### config.mk
export PLATFORM = sky130hd
export DESIGN_NAME = multicycleControl
export DESIGN_NICKNAME = d
export VERILOG_FILES = /design/src/verilog/mcCtrlPkg.sv /design/src/verilog/instrDecoder.sv /design/src/verilog/stateSequencer.sv /design/src/verilog/controlDecoder.sv /design/src/verilog/multicycleControl.sv
export VERILOG_INCLUDE_DIRS = /design/src /design/src/include
export SDC_FILE = /design/constraint.sdc
export NUM_CORES = 1
export LEC_CHECK = 0
export BUFFER_PORTS_ARGS = -buffer_cell sky130_fd_sc_hd__buf_2
export CAP_MARGIN = 20
export CORE_UTILIZATION = 30
export DETAILED_ROUTE_END_ITERATION = 16
export HOLD_SLACK_MARGIN = 0.05
export PLACE_DENSITY = 0.6
export REMOVE_ABC_BUFFERS = 1
export SKIP_LAST_GASP = 1
export SLEW_MARGIN = 40
export SYNTH_ARGS = -nofsm -noshare
export SYNTH_HDL_FRONTEND = slang
export SYNTH_SLANG_ARGS = --single-unit
### constraint.sdc
create_clock -name clk -period 2.07 [get_ports clk]
set_clock_uncertainty 0.05 [all_clocks]
set_input_delay 0.414 -clock clk [delete_from_list [all_inputs] [get_ports clk]]
set_output_delay 0.414 -clock clk [all_outputs]
set_load 0.05 [all_outputs]
### src/include/mcCtrl_cfg.svh
`ifndef MC_CTRL_CFG_SVH
`define MC_CTRL_CFG_SVH

// instruction field widths
`define MC_OPCODE_W 6
`define MC_FUNCT_W 6
`define MC_SHAMT_W 5
`define MC_STATE_W 6

`define MC_OP_RTYPE 6'h00
`define MC_OP_J 6'h02
`define MC_OP_JAL 6'h03
`define MC_OP_BEQ 6'h04
`define MC_OP_BNE 6'h05
`define MC_OP_ADDIU 6'h09
`define MC_OP_LUI 6'h0f
`define MC_OP_LW 6'h23
`define MC_OP_SW 6'h2b

`define MC_FN_SLL 6'h00 // nop when shamt is zero
`define MC_FN_JR 6'h08
`define MC_FN_BREAK 6'h0d
`define MC_FN_ADD 6'h20
`define MC_FN_SUB 6'h22
`define MC_FN_AND 6'h24
`define MC_FN_XOR 6'h26
`define MC_FN_SLT 6'h2a

`define MC_ALU_LOAD 3'b000 // pass A
`define MC_ALU_ADD 3'b001
`define MC_ALU_SUB 3'b010
`define MC_ALU_AND 3'b011
`define MC_ALU_XOR 3'b110
`define MC_ALU_SLT 3'b111

`define MC_PC_SEQ 3'b000
`define MC_PC_BRANCH 3'b001
`define MC_PC_JUMP 3'b010
`define MC_PC_REG 3'b011

`define MC_WB_ALUOUT 3'b000
`define MC_WB_MDR 3'b001
`define MC_WB_IMM 3'b010 // lui result
`define MC_WB_FALSE 3'b011
`define MC_WB_TRUE 3'b100
`define MC_WB_PCLINK 3'b110

`endif

### src/verilog/mcCtrlPkg.sv
`default_nettype none

`include "mcCtrl_cfg.svh"

package mcCtrlPkg;

	typedef logic [`MC_OPCODE_W-1:0] opcode_t;
	typedef logic [`MC_FUNCT_W-1:0] funct_t;
	typedef logic [`MC_SHAMT_W-1:0] shamt_t;
	typedef logic [2:0] aluOp_t;
	typedef logic [2:0] pcSrc_t;
	typedef logic [2:0] wbSrc_t;
	typedef logic [1:0] aluBSrc_t;
	typedef logic [1:0] regDst_t;
	typedef logic [1:0] addrSrc_t;

	// codes 27..32 belonged to the shift states
	typedef enum logic [`MC_STATE_W-1:0] {
		Reset = 6'd0,
		MemoryRead = 6'd1,
		WaitMemoryRead = 6'd2,
		IRWrite = 6'd3,
		Decode = 6'd4,
		Add = 6'd5,
		And = 6'd6,
		Sub = 6'd7,
		Xor = 6'd8,
		Break = 6'd9,
		Nop = 6'd10,
		WriteRegAlu = 6'd11,
		Beq = 6'd12,
		Bne = 6'd13,
		Lw = 6'd14,
		LwStep2 = 6'd15,
		LwWait = 6'd16,
		LwStep4 = 6'd17,
		LwStep5 = 6'd18,
		Sw = 6'd19,
		SwStep2 = 6'd20,
		SwWait = 6'd21,
		Lui = 6'd22,
		J = 6'd23,
		Jr = 6'd24,
		WriteRegAluImm = 6'd25,
		Addiu = 6'd26,
		Slt = 6'd33,
		SltWrite = 6'd34,
		JalWriteLink = 6'd35,
		Jal = 6'd36
	} ctrlState_t;

	typedef enum logic [4:0] {
		AddOp, AndOp, SubOp, XorOp, BreakOp, NopOp, JrOp, SltOp,
		BeqOp, BneOp, LwOp, SwOp, LuiOp, JOp, JalOp, AddiuOp,
		Unsupported
	} instrClass_t;

endpackage

`default_nettype wire

### src/verilog/instrDecoder.sv
`timescale 1ns/10ps
`default_nettype none

`include "mcCtrl_cfg.svh"

module instrDecoder
	import mcCtrlPkg::*;
(
	input wire opcode_t opcode,
	input wire funct_t funct,
	input wire shamt_t shamt,
	output instrClass_t instrClass
);

	always_comb
	begin
		instrClass = Unsupported; // unlisted codes stall in Decode
		case (opcode)
			`MC_OP_RTYPE:
			begin
				case (funct)
					`MC_FN_ADD: instrClass = AddOp;
					`MC_FN_AND: instrClass = AndOp;
					`MC_FN_SUB: instrClass = SubOp;
					`MC_FN_XOR: instrClass = XorOp;
					`MC_FN_BREAK: instrClass = BreakOp;
					`MC_FN_JR: instrClass = JrOp;
					`MC_FN_SLT: instrClass = SltOp;
					`MC_FN_SLL:
					begin
						// only sll $0,$0,0 is kept, real shifts are gone
						if (shamt == '0)
						begin
							instrClass = NopOp;
						end
					end
					default:
					begin
						instrClass = Unsupported;
					end
				endcase
			end
			`MC_OP_BEQ: instrClass = BeqOp;
			`MC_OP_BNE: instrClass = BneOp;
			`MC_OP_LW: instrClass = LwOp;
			`MC_OP_SW: instrClass = SwOp;
			`MC_OP_LUI: instrClass = LuiOp;
			`MC_OP_J: instrClass = JOp;
			`MC_OP_JAL: instrClass = JalOp;
			`MC_OP_ADDIU: instrClass = AddiuOp;
			default:
			begin
				instrClass = Unsupported;
			end
		endcase
	end

endmodule

`default_nettype wire

### src/verilog/stateSequencer.sv
`timescale 1ns/10ps
`default_nettype none

module stateSequencer
	import mcCtrlPkg::*;
(
	input wire logic clk,
	input wire logic reset,
	input wire instrClass_t instrClass,
	output ctrlState_t state
);

	ctrlState_t nextState;

	always_ff @(posedge clk or posedge reset)
	begin
		if (reset)
		begin
			state <= Reset;
		end
		else
		begin
			state <= nextState;
		end
	end

	always_comb
	begin
		nextState = Reset;
		case (state)
			Reset: nextState = MemoryRead;
			MemoryRead: nextState = WaitMemoryRead;
			WaitMemoryRead: nextState = IRWrite;
			IRWrite: nextState = Decode;
			Decode:
			begin
				case (instrClass)
					AddOp: nextState = Add;
					AndOp: nextState = And;
					SubOp: nextState = Sub;
					XorOp: nextState = Xor;
					BreakOp: nextState = Break;
					NopOp: nextState = Nop;
					JrOp: nextState = Jr;
					SltOp: nextState = Slt;
					BeqOp: nextState = Beq;
					BneOp: nextState = Bne;
					LwOp: nextState = Lw;
					SwOp: nextState = Sw;
					LuiOp: nextState = Lui;
					JOp: nextState = J;
					JalOp: nextState = JalWriteLink;
					AddiuOp: nextState = Addiu;
					default: nextState = Decode; // unsupported, wait for reset
				endcase
			end
			Add, And, Sub, Xor: nextState = WriteRegAlu;
			WriteRegAlu: nextState = MemoryRead;
			Break: nextState = Break; // halt
			Nop, Beq, Bne, Lui, J, Jr: nextState = MemoryRead;
			Lw: nextState = LwStep2;
			LwStep2: nextState = LwWait;
			LwWait: nextState = LwStep4;
			LwStep4: nextState = LwStep5;
			LwStep5: nextState = MemoryRead;
			Sw: nextState = SwStep2;
			SwStep2: nextState = SwWait;
			SwWait: nextState = MemoryRead;
			Addiu: nextState = WriteRegAluImm;
			WriteRegAluImm: nextState = MemoryRead;
			Slt: nextState = SltWrite;
			SltWrite: nextState = MemoryRead;
			JalWriteLink: nextState = Jal;
			Jal: nextState = MemoryRead;
			default:
			begin
				nextState = Reset; // unused encodings
			end
		endcase
	end

endmodule

`default_nettype wire

### src/verilog/controlDecoder.sv
`timescale 1ns/10ps
`default_nettype none

`include "mcCtrl_cfg.svh"

module controlDecoder
	import mcCtrlPkg::*;
(
	input wire ctrlState_t state,
	input wire logic menor,
	output logic memWriteOrRead,
	output logic mdrControl,
	output logic pcControl,
	output logic pcCond,
	output logic bneOrBeq,
	output logic irWrite,
	output logic writeA,
	output logic writeB,
	output logic regWrite,
	output logic aluSrcA,
	output logic regAluControl,
	output pcSrc_t origPc,
	output aluBSrc_t aluSrcB,
	output aluOp_t aluControl,
	output regDst_t regDst,
	output wbSrc_t memToReg,
	output addrSrc_t iOrD
);

	always_comb
	begin
		// common word, each state overrides what differs
		memWriteOrRead = 1'b0;
		mdrControl = 1'b0;
		pcControl = 1'b0;
		pcCond = 1'b0;
		bneOrBeq = 1'b0;
		irWrite = 1'b0;
		writeA = 1'b1;
		writeB = 1'b1;
		regWrite = 1'b0;
		aluSrcA = 1'b1;
		regAluControl = 1'b0;
		origPc = `MC_PC_SEQ;
		aluSrcB = 2'b10; // sign-extended immediate
		aluControl = `MC_ALU_ADD;
		regDst = 2'b00;
		memToReg = `MC_WB_MDR;
		iOrD = 2'b01; // ALU result as address
		case (state)
			Reset:
			begin
				irWrite = 1'b1;
				aluControl = `MC_ALU_LOAD;
			end
			MemoryRead, WaitMemoryRead, IRWrite:
			begin
				iOrD = 2'b00; // fetch from PC
				aluSrcA = 1'b0;
				aluSrcB = 2'b01; // PC + 4
				irWrite = 1'b1;
				pcControl = (state == IRWrite);
			end
			Decode:
			begin
				aluSrcA = 1'b0;
				aluSrcB = 2'b11; // branch target precompute
				regAluControl = 1'b1;
			end
			Add, And, Sub, Xor:
			begin
				aluSrcB = 2'b00;
				writeA = 1'b0;
				writeB = 1'b0;
				regAluControl = 1'b1;
				case (state)
					And: aluControl = `MC_ALU_AND;
					Sub: aluControl = `MC_ALU_SUB;
					Xor: aluControl = `MC_ALU_XOR;
					default: aluControl = `MC_ALU_ADD;
				endcase
			end
			Break, Nop:
			begin
				memToReg = `MC_WB_ALUOUT;
				iOrD = 2'b00;
				aluControl = `MC_ALU_LOAD;
				aluSrcA = 1'b0;
				aluSrcB = 2'b00;
				writeA = 1'b0;
				writeB = 1'b0;
			end
			WriteRegAlu:
			begin
				irWrite = 1'b1;
				aluControl = `MC_ALU_LOAD;
				regDst = 2'b01; // rd
				regWrite = 1'b1;
				memToReg = `MC_WB_ALUOUT;
			end
			Beq, Bne:
			begin
				pcCond = 1'b1;
				origPc = `MC_PC_BRANCH;
				aluControl = `MC_ALU_SUB; // compare by subtraction
				aluSrcB = 2'b00;
				writeA = 1'b0;
				writeB = 1'b0;
				bneOrBeq = (state == Beq);
			end
			Lw, Sw:
			begin
				regAluControl = 1'b1; // latch effective address
				writeB = 1'b0;
			end
			LwStep2, LwWait:
			begin
				writeB = 1'b0;
			end
			LwStep4:
			begin
				mdrControl = 1'b1;
				writeB = 1'b0;
			end
			LwStep5:
			begin
				regWrite = 1'b1; // rt from MDR
				writeB = 1'b0;
			end
			SwStep2, SwWait:
			begin
				memWriteOrRead = 1'b1;
			end
			Lui:
			begin
				memToReg = `MC_WB_IMM;
				aluSrcA = 1'b0;
				aluSrcB = 2'b00;
				regWrite = 1'b1;
			end
			J, Jr:
			begin
				memToReg = `MC_WB_IMM;
				aluSrcA = 1'b0;
				aluSrcB = 2'b00;
				writeA = (state == Jr);
				writeB = 1'b0;
				pcControl = 1'b1;
				origPc = (state == Jr) ? `MC_PC_REG : `MC_PC_JUMP;
			end
			WriteRegAluImm:
			begin
				writeB = 1'b0;
				irWrite = 1'b1;
				aluControl = `MC_ALU_LOAD;
				regWrite = 1'b1; // rt
				memToReg = `MC_WB_ALUOUT;
			end
			Addiu:
			begin
				writeA = 1'b0;
				writeB = 1'b0;
				regAluControl = 1'b1;
			end
			Slt, SltWrite:
			begin
				aluControl = `MC_ALU_SLT;
				aluSrcB = 2'b00;
				memToReg = 3'b101; // don't care, no write yet
				if (state == SltWrite)
				begin
					regDst = 2'b01;
					regWrite = 1'b1;
					memToReg = menor ? `MC_WB_TRUE : `MC_WB_FALSE;
				end
			end
			JalWriteLink, Jal:
			begin
				aluSrcA = 1'b0;
				aluSrcB = 2'b00;
				writeA = 1'b0;
				writeB = 1'b0;
				origPc = `MC_PC_JUMP;
				memToReg = `MC_WB_IMM;
				pcControl = (state == Jal);
				if (state == JalWriteLink)
				begin
					memToReg = `MC_WB_PCLINK; // return address into $31
					aluControl = `MC_ALU_LOAD;
					regDst = 2'b10;
					regWrite = 1'b1;
				end
			end
			default:
			begin
				regWrite = 1'b0;
			end
		endcase
	end

endmodule

`default_nettype wire

### src/verilog/multicycleControl.sv
`timescale 1ns/10ps
`default_nettype none

module multicycleControl
	import mcCtrlPkg::*;
(
	input wire logic clk,
	input wire logic reset,
	input wire opcode_t opcode,
	input wire funct_t funct,
	input wire shamt_t shamt,
	input wire logic menor,
	output logic memWriteOrRead,
	output logic mdrControl,
	output logic pcControl,
	output logic pcCond,
	output logic bneOrBeq,
	output logic irWrite,
	output logic writeA,
	output logic writeB,
	output logic regWrite,
	output logic aluSrcA,
	output logic regAluControl,
	output pcSrc_t origPc,
	output aluBSrc_t aluSrcB,
	output aluOp_t aluControl,
	output regDst_t regDst,
	output wbSrc_t memToReg,
	output addrSrc_t iOrD,
	output ctrlState_t state
);

	instrClass_t instrClass;

	instrDecoder instrDecoder_i (
		.opcode(opcode),
		.funct(funct),
		.shamt(shamt),
		.instrClass(instrClass)
	);

	stateSequencer stateSequencer_i (
		.clk(clk),
		.reset(reset),
		.instrClass(instrClass),
		.state(state)
	);

	controlDecoder controlDecoder_i (
		.state(state),
		.menor(menor),
		.memWriteOrRead(memWriteOrRead),
		.mdrControl(mdrControl),
		.pcControl(pcControl),
		.pcCond(pcCond),
		.bneOrBeq(bneOrBeq),
		.irWrite(irWrite),
		.writeA(writeA),
		.writeB(writeB),
		.regWrite(regWrite),
		.aluSrcA(aluSrcA),
		.regAluControl(regAluControl),
		.origPc(origPc),
		.aluSrcB(aluSrcB),
		.aluControl(aluControl),
		.regDst(regDst),
		.memToReg(memToReg),
		.iOrD(iOrD)
	);

endmodule

`default_nettype wire

==> summary.md <==
| Metric | Value |
|---|---|
| Status | complete, but fails checks |
| Violated checks | setup timing |
| WL/cell | roughly 14 um |
| I/O pins | 52 |
| Worst Hold Class | input pin to async pin |
| Largest Register | stateSequencer_i.state |
| Clock Pin Slew Worst Setup and Hold Paths | approximately 0.03 ns |
| Actual slew at the worst max-slew pin | ~0.53 ns |
| Fin. Hold Viols | 0 |
| Die width | 78.5 um |
| Die Y | 78.5 um |
| Cell Pwr Density | ~1400 nW/um^2 |
| IO buf count | 49 |
| Total GRT Usage | 0.207 |
| Post-synth top flop | dfrtp_1 |
| Clk Latency, worst-skew pair | 0.22 ns |
| Layout cells sized above 1 | 0.432 |
| Cells after Synth | 280 |
| Final Critical Period | 2.40 ns |
| Ys async rst share | 1.00 |
| Layout area overhead | 59.6% |
| Clock Sinks | 6 |
| Max clock buf depth | 2 |
| Most frequent cells in the layout | 88 x buf_4, 33 x a21oi_1, 33 x buf_2, 25 x nand2_1, 22 x nor2_1 |
| Total CTS buffers | 3 |
| Core Box Area | about 5600 um^2 |
| Layout Nets | 413 |
| Avg Vias per Cell | roughly 5.5 |
| CTS tree | built |
| Slew Limit Fails | 0 |
| Post-Synth XOR/XNOR Area | 0.0299 |
| GRT overflow | 0 |
| Synth Cell Area | about 1800 um^2 |
| WP data required | between 2 and 2.5 ns |
| DR vias | between 2k and 3k |
| Final Cycle Share | 1.16 |
| Max reg flops | 6 |
| Final ANT Viol Nets | 0 |
| Synth Area in Compound Gates | 0.410 |
| # diodes | 0 |
| Max_slew headroom | 0.649 |
| GRT met2 Usage | 0.368 |
| CP endpoint kind | register |
| Worst Setup Start Kind | input pin |
| GR Util met1 | 0.255 |
| Leak pwr | ~1.3 nW |
| Row cnt | 27 |
| Vias in the first global route | 2316 |
| Full die area | 6170 um^2 |
| TritonRoute pass-1 iters | 4 |
| WHS | 0.0480 ns |
| Mean post-synth cell area | about 6.3 um^2 |
| YS warnings | 0 |
| Util after Layout | 0.503 |
| WL final | between 6 and 7 mm |
| Critical Path AT | around 2.5 ns |
| Adder-cell area share of the yosys netlist | 0.0285 |
| Initial core utilization | 0.315 |
| Synthesized flop and latch total | 6 |
| Most common cell after layout, fill and taps aside | buf_4 |
| Top flop regs | stateSequencer_i.state: 6 flops |
| Critical path type | input pin to register |
| Root Buffer | clkbuf_8 |
| Largest family of logic cells by synthesized area | compound AO/OA/AOI/OAI gates |
| Seq/Total Area, Yosys | 0.0855 |
| Max-cap violations | 0 |
| Final Setup Violations | 20 |
| Synth unique cells | 63 |
| Fmax | between 400 and 500 MHz |
| Peak VDD IR | ~1100 uV |
| Global placement routability congestion | roughly 0.9 |
| Initial antenna violation count | 0 |
| GR peak layer | met2 |
| Placed wire-length estimate | 4.68 mm |
| Largest net degree at the start of global routing | 16 |
| Mux cell area share after synthesis | 0.0114 |
| DRC violations left | 0 |
| Critical Path Fanout Max | 3 |
| H-tree Lvls | 1 |
| EDFF count, synth | 0 |
| M3 GR Usage | 0.0151 |
| Worst Slack Setup Final | -0.334 ns |
| Simple-Gate Fraction of Synth Area | 0.348 |
| Initial DRC count | roughly 120 |
| First-pass GRT wire length | 10.5 mm |
| RSZ-0062 raised after global routing | yes |
routing by layer:
metal | up-vias | share of wire
met2 | 89 | 0.49
met3 | 16 | 0.039
met5 | - | 0
met1 | 1138 | 0.44
li1 | 1266 | -
met4 | 0 | 0.027
per-stage QoR:
step / setup TNS (ns) / std cells / cell area, um^2 / power, mW / worst slack, ns
5_1_grt: -5.47 / 459 / 2800 / 4.22 / -0.451
6_report: -2.87 / 459 / 2800 / 3.96 / -0.334
3_3_place_gp: -2.17 / 449 / 2530 / 3.52 / -0.613
2_1_floorplan: -23.02 / 256 / 1660 / 2.39 / -1.46
4_1_cts: -3.25 / 457 / 2740 / 3.83 / -0.372
3_5_place_dp: -2.46 / 449 / 2530 / 3.54 / -0.657
area by class of cell:
cell class	instances	area, um^2
fillers	560	2770
multi-input cells	238	1570
repair buffers	128	901
flip-flops and latches	6	153
well taps	72	90.1
inverters	12	48.8
clock buffers	3	41.3
cell usage after synthesis (2+ instances only):
master | count | area [um^2]
nand2_1 | 26 | 97.6
a32oi_1 | 4 | 35.0
buf_4 | 2 | 15.0
buf_2 | 2 | 10.0
o211ai_1 | 7 | 52.6
xor2_1 | 2 | 17.5
a2bb2oi_1 | 2 | 17.5
o21ai_0 | 18 | 90.1
buf_1 | 5 | 18.8
a211oi_1 | 3 | 22.5
mux2i_1 | 2 | 20.0
a22oi_1 | 3 | 22.5
ha_1 | 4 | 50.1
nand3b_1 | 2 | 15.0
or4_1 | 2 | 15.0
a21oi_1 | 38 | 190
dfrtp_1 | 6 | 150
nand3_1 | 12 | 60.1
nor3_1 | 11 | 55.1
o22ai_1 | 7 | 43.8
a211o_1 | 2 | 17.5
o31ai_1 | 2 | 15.0
o32ai_1 | 2 | 17.5
o32a_1 | 2 | 20.0
xnor2_1 | 4 | 35.0
and3_1 | 3 | 18.8
nor4_1 | 3 | 18.8
nor2b_1 | 7 | 43.8
a31oi_1 | 3 | 18.8
nor2_1 | 26 | 97.6
nand2b_1 | 11 | 68.8
clkbuf_1 | 16 | 60.1
inv_1 | 11 | 41.3
worst max-delay path, stage by stage:
cell	delay, ns
buf_6	0.09
or4_4	0.53
nor4_4	0.21
o21ai_2	0.12
o32ai_2	0.13
inv_1	0.12
ha_4	0.24
o21ai_0	0.07
o2bb2ai_1	0.09
or4_1	0.39
nand3_1	0.10
power breakdown:
group	leakage (nW)	internal (mW)	switching, mW	total, mW
combinational	1.17	1.28	2.25	3.54
clock	0.0216	0.125	0.0470	0.172
sequential	0.0725	0.166	0.0888	0.255
what timing repair did:
| action | 4_1_cts | 5_1_grt |
|---|---|---|
| endpoints found under the setup margin | 28 | 29 |
| pin swaps | 12 | 9 |
| hold buffers | 0 | 0 |
| cloned | 0 | 0 |
| buffers inserted | 9 | 5 |
| resized for setup | 39 | 16 |
cell families (layout without fill, tap and decap cells):
family                     count (synthesis)  count (layout)
and+or+nand+nor                          115             115
xor gates and xnor gates                   6               6
DFF                                        6               6
buffers and inverters                     37             143
adders and majority gates                  4               4
AOI/OAI and AO/OA                        109             109
other                                      1               2
muxes                                      2               2
final timing paths:
check	from	to	slack [ns]	cells past startpoint
setup / recovery	opcode[0]	stateSequencer_i.state[0]$_DFF_PP0_	-0.33	11
hold / removal	reset	stateSequencer_i.state[5]$_DFF_PP0_	0.05	2
setup reg to reg	stateSequencer_i.state[5]$_DFF_PP0_	stateSequencer_i.state[0]$_DFF_PP0_	0.16	5
hold reg to reg	stateSequencer_i.state[0]$_DFF_PP0_	stateSequencer_i.state[5]$_DFF_PP0_	0.72	3
max in group asynchronous	reset	stateSequencer_i.state[3]$_DFF_PP0_	1.72	2
min in group clk	stateSequencer_i.state[0]$_DFF_PP0_	stateSequencer_i.state[5]$_DFF_PP0_	0.72	3
Note: power is estimated with default switching activity, not from simulation.
